===== src/design/video_pkg.sv =====
package video_pkg;

	////////////////////////////////////////
	// raster geometry
	////////////////////////////////////////

	// 48 MHz down to 6 MHz pixel rate
	localparam int pix_div = 8;

	// horizontal, in pixels
	localparam int h_total = 384;
	localparam int h_active = 288;
	localparam int h_sync_start = 320;
	localparam int h_sync_end = 351;

	// vertical, in lines
	localparam int v_total = 264;
	localparam int v_active = 224;
	localparam int v_sync_start = 232;
	localparam int v_sync_end = 239;

	localparam int cnt_w = 9;

	////////////////////////////////////////
	// layers and pixel path
	////////////////////////////////////////

	localparam int num_layers = 2;
	// select width for the scroll write port
	localparam int layer_sel_w = (num_layers > 1) ? $clog2(num_layers) : 1;

	// fifo entries per layer, also the starting credit count
	localparam int fifo_depth = 4;
	localparam int ptr_w = (fifo_depth > 1) ? $clog2(fifo_depth) : 1;
	localparam int credit_w = $clog2(fifo_depth + 1);

	localparam int color_w = 3;
	localparam int index_w = 4;
	localparam int scroll_x_w = 9;
	localparam int scroll_y_w = 8;

	// tiles are 8x8 pixels
	localparam int tile_bits = 3;

endpackage

===== src/design/video_top.sv =====
`timescale 1ns/1ps

module video_top (
	input  logic                              CLK_48M,
	input  logic                              rst_n,
	input  logic                              scroll_we,
	input  logic [video_pkg::layer_sel_w-1:0] scroll_layer,
	input  logic                              scroll_axis,
	input  logic [video_pkg::scroll_x_w-1:0]  scroll_data,
	input  logic [video_pkg::index_w-1:0]     bg_index,
	output logic [video_pkg::index_w-1:0]     pixel_index,
	output logic                              out_hsync_n,
	output logic                              out_vsync_n,
	output logic                              out_hblank_n,
	output logic                              out_vblank_n,
	output logic                              out_pix_en
);
	import video_pkg::*;

	logic                                pix_en;
	logic                                hsync_n;
	logic                                vsync_n;
	logic                                hblank_n;
	logic                                vblank_n;
	logic                                frame_start;
	logic [num_layers-1:0]               push;
	logic [num_layers-1:0][color_w-1:0] pix_color;
	logic [num_layers-1:0]               credit_ret;

	// raw counters stay inside, layers keep their own position
	raster_timing u_timing (
		.CLK_48M     (CLK_48M),
		.rst_n       (rst_n),
		.pix_en      (pix_en),
		.h_count     (),
		.v_count     (),
		.hsync_n     (hsync_n),
		.vsync_n     (vsync_n),
		.hblank_n    (hblank_n),
		.vblank_n    (vblank_n),
		.frame_start (frame_start)
	);

	////////////////////////////////////////
	// tile layers
	////////////////////////////////////////

	for (genvar i = 0; i < num_layers; i++) begin : g_layer
		layer_scanner #(
			.layer_id (i)
		) u_scanner (
			.CLK_48M      (CLK_48M),
			.rst_n        (rst_n),
			.frame_start  (frame_start),
			.scroll_we    (scroll_we),
			.scroll_layer (scroll_layer),
			.scroll_axis  (scroll_axis),
			.scroll_data  (scroll_data),
			.credit_ret   (credit_ret[i]),
			.push         (push[i]),
			.pix_color    (pix_color[i])
		);
	end

	priority_mixer u_mixer (
		.CLK_48M      (CLK_48M),
		.rst_n        (rst_n),
		.pix_en       (pix_en),
		.hsync_n      (hsync_n),
		.vsync_n      (vsync_n),
		.hblank_n     (hblank_n),
		.vblank_n     (vblank_n),
		.frame_start  (frame_start),
		.bg_index     (bg_index),
		.push         (push),
		.pix_color    (pix_color),
		.credit_ret   (credit_ret),
		.pixel_index  (pixel_index),
		.out_hsync_n  (out_hsync_n),
		.out_vsync_n  (out_vsync_n),
		.out_hblank_n (out_hblank_n),
		.out_vblank_n (out_vblank_n),
		.out_pix_en   (out_pix_en)
	);

endmodule


===== src/design/priority_mixer.sv =====
`timescale 1ns/1ps

module priority_mixer (
	input  logic                                                     CLK_48M,
	input  logic                                                     rst_n,
	input  logic                                                     pix_en,
	input  logic                                                     hsync_n,
	input  logic                                                     vsync_n,
	input  logic                                                     hblank_n,
	input  logic                                                     vblank_n,
	input  logic                                                     frame_start,
	input  logic [video_pkg::index_w-1:0]                            bg_index,
	input  logic [video_pkg::num_layers-1:0]                         push,
	input  logic [video_pkg::num_layers-1:0][video_pkg::color_w-1:0] pix_color,
	output logic [video_pkg::num_layers-1:0]                         credit_ret,
	output logic [video_pkg::index_w-1:0]                            pixel_index,
	output logic                                                     out_hsync_n,
	output logic                                                     out_vsync_n,
	output logic                                                     out_hblank_n,
	output logic                                                     out_vblank_n,
	output logic                                                     out_pix_en
);
	import video_pkg::*;

	logic                                active;
	logic                                pop;
	logic [num_layers-1:0][color_w-1:0] head;
	logic [index_w-1:0]                  mix_index;

	assign active = hblank_n && vblank_n;
	assign pop = pix_en && active;

	// one credit back per popped pixel, every layer pops together
	assign credit_ret = {num_layers{pop}};

	////////////////////////////////////////
	// per layer receive fifos
	////////////////////////////////////////

	for (genvar i = 0; i < num_layers; i++) begin : g_fifo
		pixel_fifo u_fifo (
			.CLK_48M (CLK_48M),
			.rst_n   (rst_n),
			.flush   (frame_start),
			.wr      (push[i]),
			.wr_data (pix_color[i]),
			.rd      (pop),
			.rd_data (head[i])
		);
	end

	// scan back to front so layer 0 wins
	always_comb begin
		mix_index = bg_index;
		for (int i = num_layers - 1; i >= 0; i--) begin
			if (head[i] != '0) begin
				// layer n uses palette block n
				mix_index = index_w'(i * (1 << color_w)) + index_w'(head[i]);
			end
		end
	end

	////////////////////////////////////////
	// output stage
	////////////////////////////////////////

	always_ff @(posedge CLK_48M) begin
		if (!rst_n) begin
			pixel_index <= '0;
			out_hsync_n <= 1'b1;
			out_vsync_n <= 1'b1;
			out_hblank_n <= 1'b1;
			out_vblank_n <= 1'b1;
			out_pix_en <= 1'b0;
		end else begin
			out_pix_en <= pix_en;
			out_hsync_n <= hsync_n;
			out_vsync_n <= vsync_n;
			out_hblank_n <= hblank_n;
			out_vblank_n <= vblank_n;
			// index held between strobes, black in blank
			if (pix_en) pixel_index <= active ? mix_index : '0;
		end
	end

endmodule


===== src/design/pixel_fifo.sv =====
`timescale 1ns/1ps

module pixel_fifo (
	input  logic                          CLK_48M,
	input  logic                          rst_n,
	input  logic                          flush,
	input  logic                          wr,
	input  logic [video_pkg::color_w-1:0] wr_data,
	input  logic                          rd,
	output logic [video_pkg::color_w-1:0] rd_data
);
	import video_pkg::*;

	logic [color_w-1:0]  mem [fifo_depth];
	logic [ptr_w-1:0]    wr_ptr;
	logic [ptr_w-1:0]    rd_ptr;
	logic [credit_w-1:0] count;
	logic                do_wr;
	logic                do_rd;

	assign do_wr = wr && (count != credit_w'(fifo_depth));
	assign do_rd = rd && (count != '0);

	always_ff @(posedge CLK_48M) begin
		if (do_wr) mem[wr_ptr] <= wr_data;
	end

	// flush drops everything, including a same-cycle write
	always_ff @(posedge CLK_48M) begin
		if (!rst_n || flush) begin
			wr_ptr <= '0;
			rd_ptr <= '0;
			count <= '0;
		end else begin
			if (do_wr) wr_ptr <= (wr_ptr == ptr_w'(fifo_depth - 1)) ? '0 : wr_ptr + 1'b1;
			if (do_rd) rd_ptr <= (rd_ptr == ptr_w'(fifo_depth - 1)) ? '0 : rd_ptr + 1'b1;
			count <= count + credit_w'(do_wr) - credit_w'(do_rd);
		end
	end

	// empty reads as transparent
	assign rd_data = (count != '0) ? mem[rd_ptr] : '0;

endmodule


===== src/design/layer_scanner.sv =====
`timescale 1ns/1ps

module layer_scanner #(
	parameter int layer_id = 0
) (
	input  logic                              CLK_48M,
	input  logic                              rst_n,
	input  logic                              frame_start,
	input  logic                              scroll_we,
	input  logic [video_pkg::layer_sel_w-1:0] scroll_layer,
	input  logic                              scroll_axis,
	input  logic [video_pkg::scroll_x_w-1:0]  scroll_data,
	input  logic                              credit_ret,
	output logic                              push,
	output logic [video_pkg::color_w-1:0]     pix_color
);
	import video_pkg::*;

	logic [scroll_x_w-1:0]           shadow_x;
	logic [scroll_y_w-1:0]           shadow_y;
	logic [scroll_x_w-1:0]           scroll_x;
	logic [scroll_y_w-1:0]           scroll_y;
	logic [cnt_w-1:0]                pos_x;
	logic [cnt_w-1:0]                pos_y;
	logic                            done;
	logic [credit_w-1:0]             credits;
	logic                            sel_me;
	logic                            issue;
	logic [scroll_x_w-1:0]           sum_x;
	logic [scroll_y_w-1:0]           sum_y;
	logic [scroll_x_w-tile_bits-1:0] tile_col;
	logic [scroll_y_w-tile_bits-1:0] tile_row;
	logic [color_w-1:0]              color;

	////////////////////////////////////////
	// scroll registers
	////////////////////////////////////////

	assign sel_me = scroll_we && (scroll_layer == layer_sel_w'(layer_id));

	// writes sit in shadow until the frame boundary
	always_ff @(posedge CLK_48M) begin
		if (!rst_n) begin
			shadow_x <= '0;
			shadow_y <= '0;
			scroll_x <= '0;
			scroll_y <= '0;
		end else begin
			if (sel_me && !scroll_axis) shadow_x <= scroll_data;
			if (sel_me && scroll_axis) shadow_y <= scroll_data[scroll_y_w-1:0];
			if (frame_start) begin
				scroll_x <= shadow_x;
				scroll_y <= shadow_y;
			end
		end
	end

	// one pixel per cycle while credits last
	assign issue = (credits != '0) && !done && !frame_start;

	// walk the visible area in raster order
	always_ff @(posedge CLK_48M) begin
		if (!rst_n || frame_start) begin
			pos_x <= '0;
			pos_y <= '0;
			done <= 1'b0;
		end else if (issue) begin
			if (pos_x == cnt_w'(h_active - 1)) begin
				pos_x <= '0;
				if (pos_y == cnt_w'(v_active - 1)) done <= 1'b1;
				else pos_y <= pos_y + 1'b1;
			end else begin
				pos_x <= pos_x + 1'b1;
			end
		end
	end

	// credits refill at frame start, mixer fifo is flushed then
	always_ff @(posedge CLK_48M) begin
		if (!rst_n || frame_start) credits <= credit_w'(fifo_depth);
		else credits <= credits - credit_w'(issue) + credit_w'(credit_ret);
	end

	// tile pattern, sums wrap at register width
	assign sum_x = scroll_x_w'(pos_x) + scroll_x;
	assign sum_y = scroll_y_w'(pos_y) + scroll_y;
	assign tile_col = sum_x[scroll_x_w-1:tile_bits];
	assign tile_row = sum_y[scroll_y_w-1:tile_bits];
	// zero is transparent
	assign color = color_w'(tile_col) + color_w'(tile_row) + color_w'(layer_id);

	always_ff @(posedge CLK_48M) begin
		if (!rst_n) push <= 1'b0;
		else push <= issue;
	end

	always_ff @(posedge CLK_48M) begin
		if (issue) pix_color <= color;
	end

endmodule


===== src/design/raster_timing.sv =====
`timescale 1ns/1ps

module raster_timing (
	input  logic                        CLK_48M,
	input  logic                        rst_n,
	output logic                        pix_en,
	output logic [video_pkg::cnt_w-1:0] h_count,
	output logic [video_pkg::cnt_w-1:0] v_count,
	output logic                        hsync_n,
	output logic                        vsync_n,
	output logic                        hblank_n,
	output logic                        vblank_n,
	output logic                        frame_start
);
	import video_pkg::*;

	logic [$clog2(pix_div)-1:0] prescale;
	logic                       h_last;
	logic                       v_last;
	logic                       h_in_sync;
	logic                       v_in_sync;

	////////////////////////////////////////
	// pixel enable
	////////////////////////////////////////

	// free running divider, enable on last step
	always_ff @(posedge CLK_48M) begin
		if (!rst_n) begin
			prescale <= '0;
		end else if (prescale == ($clog2(pix_div))'(pix_div - 1)) begin
			prescale <= '0;
		end else begin
			prescale <= prescale + 1'b1;
		end
	end

	assign pix_en = (prescale == ($clog2(pix_div))'(pix_div - 1));

	////////////////////////////////////////
	// raster counters
	////////////////////////////////////////

	assign h_last = (h_count == cnt_w'(h_total - 1));
	assign v_last = (v_count == cnt_w'(v_total - 1));

	// h counts pixels, only moves on the enable
	always_ff @(posedge CLK_48M) begin
		if (!rst_n) begin
			h_count <= '0;
		end else if (pix_en) begin
			if (h_last) begin
				h_count <= '0;
			end else begin
				h_count <= h_count + 1'b1;
			end
		end
	end

	// v steps once per line wrap
	always_ff @(posedge CLK_48M) begin
		if (!rst_n) begin
			v_count <= '0;
		end else if (pix_en && h_last) begin
			if (v_last) begin
				v_count <= '0;
			end else begin
				v_count <= v_count + 1'b1;
			end
		end
	end

	////////////////////////////////////////
	// sync and blank decode
	////////////////////////////////////////

	// windows are inclusive at both ends
	assign h_in_sync = (h_count >= cnt_w'(h_sync_start)) && (h_count <= cnt_w'(h_sync_end));
	assign v_in_sync = (v_count >= cnt_w'(v_sync_start)) && (v_count <= cnt_w'(v_sync_end));

	assign hsync_n = !h_in_sync;
	assign vsync_n = !v_in_sync;

	// high only inside the visible area
	assign hblank_n = (h_count < cnt_w'(h_active));
	assign vblank_n = (v_count < cnt_w'(v_active));

	// last pixel of the last visible line
	// next enable lands on line v_active, pixel 0
	assign frame_start = pix_en && h_last && (v_count == cnt_w'(v_active - 1));

endmodule


===== config.mk =====
export PLATFORM = sky130hd
export DESIGN_NAME = video_top
export DESIGN_NICKNAME = d
export VERILOG_FILES = /design/src/design/video_pkg.sv /design/src/design/video_top.sv /design/src/design/priority_mixer.sv /design/src/design/pixel_fifo.sv /design/src/design/layer_scanner.sv /design/src/design/raster_timing.sv
export SDC_FILE = /design/constraint.sdc
export NUM_CORES = 1
export LEC_CHECK = 0
export ABC_CLOCK_PERIOD_IN_PS = 7050
export BUFFER_PORTS_ARGS = -buffer_cell sky130_fd_sc_hd__buf_2
export CORE_AREA = 2 2 165 167
export DETAILED_ROUTE_END_ITERATION = 7
export DIE_AREA = 0 0 167 169
export PLACE_DENSITY_LB_ADDON = 0.25
export SYNTH_ARGS = -nofsm -noshare
export SYNTH_HDL_FRONTEND = slang
export SYNTH_SLANG_ARGS = --single-unit

===== constraint.sdc =====
create_clock -name CLK_48M -period 7.05 [get_ports CLK_48M]
set_clock_uncertainty 0.15 [all_clocks]
set_input_delay 1.41 -clock CLK_48M [delete_from_list [all_inputs] [get_ports CLK_48M]]
set_output_delay 1.41 -clock CLK_48M [all_outputs]
set_load 0.05 [all_outputs]

# Word level (Yosys, flattened, before mapping)
# Memories as Yosys holds them, arrays and structs flattened. A register that Yosys moved wholly into a read port is not among the register bits.
# Index checks and enable logic that the tools add are counted.
# totals
reg_bits,144
latchBits,0
ramBits,24
romBits,0
in_bits,18
out_inout_bits,9
word_cells,148
mem_count,2
# classes
addsub,27
mul,0
div,0
n_lt_le_gt_ge,6
n_eq_ne,14
shifts,0
n_mux,21
bitwise,4
reduce_logical,39
# memory_table
memory,depth,word_bits,rd,rd_clocked_by_memory_dff,wr,line,source
u_mixer.g_fifo[0].u_fifo.mem,4,3,1,1,1,pixel_fifo.sv:14,logic [color_w-1:0] mem [fifo_depth];
u_mixer.g_fifo[1].u_fifo.mem,4,3,1,1,1,pixel_fifo.sv:14,
# ops
cell,n
9-bit by 1-bit adder with 9-bit output (second input constant),6
9-bit == test (second input constant),4
9-bit two-way mux,4
9-bit by 8-bit == test with 1-bit output (second input constant),3
6-bit adder,4
1-bit logical AND,20
3-bit nonzero test,6
2-bit two-way mux,8
3-bit by 1-bit adder with 3-bit output,4
4-bit two-way mux,3
3-bit AND reduction,4
3-bit by 1-bit subtractor with 3-bit output,4
9-bit by 8-bit greater-or-equal comparator with 1-bit output (second input constant),1
9-bit greater-or-equal comparator (second input constant),1
9-bit by 8-bit less-or-equal comparator with 1-bit output (second input constant),1
9-bit less-or-equal comparator (second input constant),1
9-bit by 8-bit < comparator with 1-bit output (second input constant),1
9-bit < comparator (second input constant),1
2-bit by 1-bit adder with 2-bit output (second input constant),4
2-bit == test (second input constant),4
1-bit zero test,7
3-bit by 1-bit adder with 3-bit output (second input constant),2
3-bit adder,2
3-bit two-way mux,2
7 further kinds,14

# Longest topological paths before layout
# Gate-level depths: netlist (run 1).
# depth
ltp_word,7
mapped_depth,14
depth_no_buf,13

# By module
# From an unflattened synthesis (run 1), not the netlist that was laid out.
# hier_totals
cells_unflattened,795
hier_area_um2,8282.9
# by_module_without_submodules
module,instances,cells_each,area_per_inst_um2,seq_area_each_um2
layer_scanner (g_layer[0].u_scanner),1,246,2487.4,1031.0
layer_scanner (g_layer[1].u_scanner),1,245,2482.4,1031.0
raster_timing,1,130,1088.5,420.4
pixel_fifo (u_mixer.g_fifo[0].u_fifo),1,67,927.1,540.5
pixel_fifo (u_mixer.g_fifo[1].u_fifo),1,68,925.9,540.5
priority_mixer,1,39,371.6,180.2

# Worst setup path before layout (run 1)
# Ideal clock, no wire load.
# synth_timing
kind,reg-to-reg
from,register u_timing.prescale[0]
to,register g_layer[1].u_scanner.credits[2]
setup_ns,0.126
arrival_ns,2.680
required_time_ns,6.774
setup_slack_ns,4.094
stages_incl_launch_ff,15
synth_period_minus_slack_ns,2.956
cell_sequence,dfxtp_1 > ha_1 > ha_1 > nand4_4 > nor4_4 > buf_6 > nor2_1 > ha_1 > inv_1 > ha_1 > inv_1 > fa_1 > xor2_1 > xnor2_1 > nand2_1
# synth_via
elab_chain_cells,7
# synth_lines
item,line,source
start: declaration,raster_timing.sv:17,logic [$clog2(pix_div)-1:0] prescale;
start signal: assignment,raster_timing.sv:34,prescale <= prescale + 1'b1;
3-bit == test,raster_timing.sv:38,assign pix_en = (prescale == ($clog2(pix_div))'(pix_div - 1));
named net pix_en,video_top.sv:20,logic pix_en;
1-bit logical AND (2 in series),raster_timing.sv:90,assign frame_start = pix_en && h_last && (v_count == cnt_w'(v_active - 1));
1-bit zero test,layer_scanner.sv:59,assign issue = (credits != '0) && !done && !frame_start;
1-bit logical AND,layer_scanner.sv:59,
named net g_layer[1].u_scanner.issue,layer_scanner.sv:28,logic issue;
3-bit by 1-bit subtractor with 3-bit output,layer_scanner.sv:81,else credits <= credits - credit_w'(issue) + credit_w'(credit_ret);
3-bit by 1-bit adder with 3-bit output,layer_scanner.sv:81,
end signal: assignment,layer_scanner.sv:80,if (!rst_n || frame_start) credits <= credit_w'(fifo_depth);
end signal: assignment,layer_scanner.sv:81,
end: declaration,layer_scanner.sv:26,logic [credit_w-1:0] credits;
# The timed path passes the listed nets, and every way through them passes these cells.
# A chain may end at the register's enable or synchronous reset.

# Worst setup path after layout (run 1)
# Ends and elaborated chain as after synthesis.

==> run_results.csv, run 1 <==
group,metric,value,unit
clocking,post_cts_buffers,0,
finish,final_cell_mix,"dfxtp_1, nand2_1, nor2_1",
timing,post-route-min-period,3930,ps
route,antenna_left,0,
synthesis,synthCells,838,
floorplanning,start_util,30.5,%
clocking,cts.sinks,172,
global_route,grt_remaining_overflow,0,
floorplanning,ios,27,
route,vias,5820,
timing,relSlewSlack,32.0,%
finish,fillCellCount,2757,
floorplanning,die_x,167,um
finish,layout_commonest_cell,"dfxtp_1",
worst_setup_path,r2r_slack,3120,ps
min_path,min_path_type,"reg -> reg",
finish,nets,917,
synthesis,synth_area,8080,um^2
synthesis,synth_edf_count,30,
clocking,cts_buffers,17,
timing,finalSetupViolations,0,
min_path,hold_depth,1,
timing,rsz0062_at_grt,"no",
power,ir_worst_vdd,0.000157,V
finish,drive_gt1_share,9.74,%
place,io_buffers,23,
route,drt_iter0_markers,313,
global_route,grt_use_total,12.2,%
route,wire_per_inst,13.7,um
synthesis,ys_types,69,
floorplanning,core-area,26500,um^2
clocking,cts.clk_slew.worst_paths,70,ps
worst_setup_path,worstReg2RegEnd,"g_layer[1].u_scanner.credits[2]$_SDFF_PP1_",
synthesis,synth_nets,906,
synthesis,ys.flop_type,"dfxtp_1",
synthesis,ys_async_sr_fraction,0,%
finish,antennaDiodeCount,0,
power,power,0.00250,W
synthesis,synth-seq-cells,172,
worst_setup_path,required,7190,ps
worst_setup_path,crit_type,"reg -> reg",
global_route,grt_max_degree,66,
power,powerDensity,274,nW/um^2
clocking,clock-root-buffer,"clkbuf_16",
floorplanning,dieArea,28200,um^2
worst_setup_path,timing.rr.start,"u_timing.prescale[0]$_SDFF_PP0_",
clocking,clockBufferDepth,2,
finish,post-route-util,34.4,%
timing,finalSetupTns,0,ps
synthesis,yosysSeqAreaShare,46.3,%
clocking,htreeDepth,4,
min_path,min_to,"u_timing.prescale[0]$_SDFF_PP0_",
outcome,status,"complete, no violations",
global_route,grt_pass1_vias,5553,
worst_setup_path,worstPathArrival,4070,ps
place,gp_congestion,0.746,
clocking,postCtsResizedCells,0,
route,routed_wirelength,16.5,mm
global_route,antenna_found_initial,0,
synthesis,ys_warn_count,0,
clocking,cts_hold_buffers,0,
timing,tightestPinTransition,1020,ps
global_route,grt_pass1_wl,28.2,mm
worst_setup_path,end_kind,"register",
timing,fmax,254,MHz
timing,fin_crit_sh,55.8,%
route,first_pass_iters,5,
place,preCtsSetupSlack,3100,ps
timing,fin_ws,3120,ps
clocking,cts_tree,"done",
floorplanning,placementRows,60,
clocking,clkLatencyLatePin,430,ps
min_path,hp-start,"u_timing.prescale[0]$_SDFF_PP0_",
timing,hold_slack,287,ps
timing,final_max_slew_viol_count,0,
route,drc,0,
timing,hold_viol_final,0,
finish,areaGrowthSynthToFinish,12.8,%
worst_setup_path,ff2ff_path_depth,13,
place,place_hpwl,11.3,mm
synthesis,avgSynthCellArea,9.65,um^2
run,maxCapViolCount,0,
power,p_leak,3.48,nW
worst_setup_path,path_max_fanout,14,
worst_setup_path,cp-start-kind,"register",
floorplanning,die_y,169,um
route,viasPerCell,4.84,
-- how the worst max path moves through the flow --
| stage | from | end | slack (ps) | cells after the start |
|---|---|---|---|---|
| after CTS | u_timing.prescale[0]$_SDFF_PP0_ | g_layer[1].u_scanner.credits[2]$_SDFF_PP1_ | 3080 | 13 |
| after global placement | u_timing.prescale[0]$_SDFF_PP0_ | g_layer[1].u_scanner.credits[2]$_SDFF_PP1_ | 3120 | 13 |
| after detailed placement | u_timing.prescale[0]$_SDFF_PP0_ | g_layer[1].u_scanner.credits[2]$_SDFF_PP1_ | 3100 | 13 |
| after global routing | u_timing.prescale[0]$_SDFF_PP0_ | g_layer[1].u_scanner.credits[2]$_SDFF_PP1_ | 2810 | 13 |
| after floorplan | u_timing.prescale[0]$_SDFF_PP0_ | g_layer[1].u_scanner.credits[2]$_SDFF_PP1_ | 4090 | 14 |
| final | u_timing.prescale[0]$_SDFF_PP0_ | g_layer[1].u_scanner.credits[2]$_SDFF_PP1_ | 3120 | 13 |
-- through the flow --
step,std cells,area [um^2]
6_report,1203,9110
5_1_grt,1203,9110
4_1_cts,1203,9110
3_5_place_dp,1171,8510
3_3_place_gp,1171,8510
2_1_floorplan,838,8080
-- state kept, by name, summed over array words and instances (netlist names), 6 cells and up, named ones only --
signal,flops
g_layer.u_scanner.credits,6
g_layer.u_scanner.pix_color,6
g_layer.u_scanner.pos_x,18
g_layer.u_scanner.pos_y,18
g_layer.u_scanner.scroll_x,12
g_layer.u_scanner.scroll_y,12
g_layer.u_scanner.shadow_x,12
g_layer.u_scanner.shadow_y,12
u_mixer.g_fifo.u_fifo.count,6
u_mixer.g_fifo.u_fifo.mem,24
u_timing.h_count,9
u_timing.v_count,9
-- power breakdown --
group	leakage (nW)	internal [W]	switching, W
Sequential	1.43	0.00110	0.0000678
Clock	0.303	0.000547	0.000432
Combinational	1.74	0.000147	0.000209
-- metal layers --
layer | track usage, % | wire length [um]
met1 | 16.7 | 8340
met2 | 19.5 | 7370
met3 | 2.88 | 608
met4 | 2.89 | 158
met5 | 0 | 0
-- synthesized netlist by cell type (15+ instances only) --
master / number / area, um^2
dfxtp_1: 142 / 2840
nand2_1: 108 / 405
nor2_1: 79 / 297
a21oi_1: 62 / 310
ha_1: 44 / 551
mux2i_1: 35 / 350
edfxtp_1: 30 / 901
xnor2_1: 30 / 263
nand3_1: 29 / 145
inv_1: 24 / 90.1
clkbuf_1: 23 / 86.3
xor2_1: 18 / 158
and3_1: 16 / 100
nand4_1: 16 / 100
and2_1: 15 / 93.8
nor3_1: 15 / 75.1
-- cell families after synthesis --
logic type | count (synthesis) | share of synthesized area (%)
adders and majority gates | 50 | 8.30
DFF | 172 | 46.3
xor gates and xnor gates | 48 | 5.20
muxes | 42 | 6.15
buffers and inverters | 60 | 3.14
and+or+nand+nor | 340 | 21.0
AOI/OAI and AO/OA | 126 | 9.92
-- critical path: stages, from the launching register on --
cell and delay [ps]:
dfxtp_1 340, ha_1 160, ha_1 490, nand4_4 320, nor4_4 740, nor2_1 230, ha_1 350, inv_1 60
ha_1 130, inv_1 50, fa_1 390, xor2_1 180, xnor2_1 140, nand2_1 60
-- area by class of cell --
cell class / instances / area, um^2 / area share (%)
Timing Repair Buffer: 28 / 153 / 1.67
Tap cell: 341 / 427 / 4.68
Inverter: 24 / 90.1 / 0.988
Sequential cell: 172 / 3740 / 41.1
Clock inverter: 14 / 168 / 1.84
Clock buffer: 18 / 439 / 4.82
Multi-Input combinational cell: 606 / 4090 / 44.9
No activity file was read; power rests on OpenSTA's default activity.
==> run 2, diff against run 1 <==
--- a/config.mk
+++ b/config.mk
@@ -5,7 +5,8 @@
 export SDC_FILE = /design/constraint.sdc
 export NUM_CORES = 1
 export LEC_CHECK = 0
-export ABC_CLOCK_PERIOD_IN_PS = 7050
+export ABC_AREA = 1
+export ABC_CLOCK_PERIOD_IN_PS = 3710
 export BUFFER_PORTS_ARGS = -buffer_cell sky130_fd_sc_hd__buf_2
 export CORE_AREA = 2 2 165 167
 export DETAILED_ROUTE_END_ITERATION = 7
==> constraint.sdc (replaced) <==
create_clock -name CLK_48M -period 3.71 [get_ports CLK_48M]
set_clock_uncertainty 0.15 [all_clocks]
set_input_delay 0.742 -clock CLK_48M [delete_from_list [all_inputs] [get_ports CLK_48M]]
set_output_delay 0.742 -clock CLK_48M [all_outputs]
set_load 0.05 [all_outputs]
==> run 2 against run 1 <==
Against the previous run:
- first-iteration DRC count up 8.6%
- total power up 88%
- cell count up 13%
- routed wire length down 4.4%
- register-to-register slack worse by 2500 ps
- design area about the same
- critical path depth unchanged
- combinational power up 110%
- core utilization about the same
- worst setup slack worse by 2500 ps
- maximum frequency up 28%
- synthesized cell count up 18%
- largest cell class is now flip-flops and latches
==> run_results.csv, run 2 <==
group,metric,value,unit
timing,final_max_slew_viol_count,0,
finish,final_cell_mix,"nand2_1, dfxtp_1, inv_1",
route,routed_wirelength,15.7,mm
power,ir_worst_vdd,0.000260,V
global_route,grt_pass1_wl,26.8,mm
place,gp_congestion,0.775,
timing,relSlewSlack,51.2,%
clocking,htreeDepth,4,
worst_setup_path,end_kind,"register",
timing,post-route-min-period,3060,ps
timing,fin_crit_sh,82.4,%
clocking,cts.sinks,172,
min_path,min_path_type,"reg -> reg",
synthesis,yosysSeqAreaShare,46.4,%
global_route,antenna_found_initial,0,
synthesis,yosys.area.top_type_share,35.2,%
place,io_buffers,23,
synthesis,synth_edf_count,30,
worst_setup_path,path_max_fanout,43,
finish,reg.largest.list,"u_mixer.g_fifo.u_fifo.mem (24), g_layer.u_scanner.pos_x (18), g_layer.u_scanner.pos_y (18)",
worst_setup_path,required,3930,ps
timing,rsz0062_at_grt,"no",
synthesis,ys_types,42,
clocking,postCtsResizedCells,0,
synthesis,synth_area,8080,um^2
floorplanning,die_x,167,um
min_path,hp-start,"u_timing.prescale[0]$_SDFF_PP0_",
finish,final_design_area_no_fill,9120,um^2
run,maxCapViolCount,0,
worst_setup_path,timing.rr.start,"u_timing.prescale[0]$_SDFF_PP0_",
global_route,grt_remaining_overflow,0,
timing,tightestPinTransition,731,ps
synthesis,ys_warn_count,0,
finish,areaGrowthSynthToFinish,12.9,%
route,first_pass_iters,4,
timing,finalSetupViolations,0,
clocking,post_cts_buffers,0,
floorplanning,core-area,26500,um^2
place,place_hpwl,11.3,mm
clocking,clock-root-buffer,"clkbuf_16",
route,viasPerCell,4.44,
floorplanning,start_util,30.5,%
worst_setup_path,crit_type,"reg -> reg",
clocking,cts_hold_buffers,0,
synthesis,yosysTopAreaCell,"dfxtp_1",
floorplanning,ios,27,
synthesis,ys_async_sr_fraction,0,%
worst_setup_path,cp-startpoint,"u_timing.prescale[0]$_SDFF_PP0_",
finish,antennaDiodeCount,0,
clocking,clockBufferDepth,2,
synthesis,ys.flop_type,"dfxtp_1",
route,drt_iter0_markers,340,
finish,layout_commonest_cell,"nand2_1",
clocking,cts_buffers,17,
finish,regMostFlops,"u_mixer.g_fifo.u_fifo.mem",
power,powerDensity,515,nW/um^2
clocking,clkLatencyLatePin,430,ps
timing,fmax,327,MHz
timing,hold_viol_final,0,
synthesis,avgSynthCellArea,8.20,um^2
finish,largest_reg_flops,24,
place,post_dp_cell_area,8560,um^2
finish,nets,1080,
synthesis,yosys-top-cells-count,"nand2_1, dfxtp_1, inv_1",
global_route,grt_pass1_vias,5494,
route,drc,0,
synthesis,yosysMostFrequentCell,"nand2_1",
worst_setup_path,worstPathArrival,3280,ps
route,vias,6060,
clocking,cts_tree,"done",
worst_setup_path,cp-start-kind,"register",
floorplanning,placementRows,60,
route,antenna_left,0,
global_route,grt_max_degree,54,
finish,drive_gt1_share,8.40,%
synthesis,synthTopCellsByArea,"dfxtp_1, edfxtp_1, nand2_1",
route,wire_per_inst,11.5,um
timing,fin_ws,651,ps
clocking,cts.clk_slew.worst_paths,60,ps
place,preCtsSetupSlack,582,ps
timing,finalSetupTns,0,ps
synthesis,synthCells,985,
global_route,grt_use_total,11.5,%
floorplanning,die_y,169,um
power,p_leak,3.93,nW
floorplanning,dieArea,28200,um^2
outcome,status,"complete, no violations",
synthesis,synth_nets,1053,
synthesis,synth-seq-cells,172,
-- run 2: changes by cell type after synthesis, moves of 11 or more --
cell / before / now
inv_1: 24 / 139
o21ai_0: 12 / 76
nand2_1: 108 / 155
mux2i_1: 35 / 0
a21oi_1: 62 / 91
nor2_1: 79 / 106
and3_1: 16 / 0
and2_1: 15 / 0
clkbuf_1: 23 / 11
or4_1: 12 / 0
xnor2_1: 30 / 18
o31ai_1: 13 / 2
-- run 2: per-layer routing --
metal | share of wire (%) | vias to the layer above | global-route usage, %
met2 | 43 | 58 | 17.4
met4 | 1.3 | 0 | 3.71
met3 | 2.3 | 11 | 2.31
met1 | 54 | 2714 | 16.5
li1 | - | 3277 | -
met5 | 0 | - | 0
-- run 2: cells by family after synthesis --
kind of cell	share of synthesized area [%]
AOI/OAI and AO/OA	12.5
xor gates and xnor gates	4.66
adders and majority gates	8.30
buffers and inverters	8.16
DFF	46.4
and+or+nand+nor	20.0
-- run 2: power breakdown --
part	internal [W]	leakage, nW	switching [W]
Clock	0.000988	0.276	0.000730
Sequential	0.00210	1.43	0.000123
Combinational	0.000295	2.22	0.000465
-- run 2: worst max-delay path, stage by stage, from the launching register on --
cell	delay [ps]
dfxtp_1	320
ha_1	210
ha_1	200
nand2_2	80
inv_2	50
nand2_4	90
nor2_8	50
nand2_8	110
nor2_8	50
buf_4	260
nor2_2	560
inv_2	490
nor2_1	230
o21a_1	130
-- run 2: metrics by stage --
stage | hold WS, ps | total power, W | std cells | utilization [%]
2_1_floorplan | 249 | 0.00283 | 985 | -
3_3_place_gp | 258 | 0.00302 | 1334 | 32.3
3_5_place_dp | 281 | 0.00304 | 1334 | 32.3
4_1_cts | 291 | 0.00478 | 1365 | 34.4
5_1_grt | 323 | 0.00498 | 1365 | 34.4
6_report | 288 | 0.00470 | 1365 | 34.4
-- run 2: path summary, 6_finish.rpt --
path / end / slack, ps / depth (start not counted)
max: g_layer[1].u_scanner.pos_x[4]$_SDFFE_PP0P_ / 650 / 13
min: u_timing.prescale[0]$_SDFF_PP0_ / 290 / 1
max reg2reg: g_layer[1].u_scanner.pos_x[4]$_SDFFE_PP0P_ / 650 / 13
min reg2reg: u_timing.prescale[0]$_SDFF_PP0_ / 290 / 1
-- run 2: layout make-up --
class                      count  area [um^2]
fill                        2765        17400
sequential                   172         3740
multi-input combinational    646         3670
inverter                     145          544
clock buffer                  22          479
tap                          341          427
timing repair buffer          30          168
clock inverter                 9         85.1
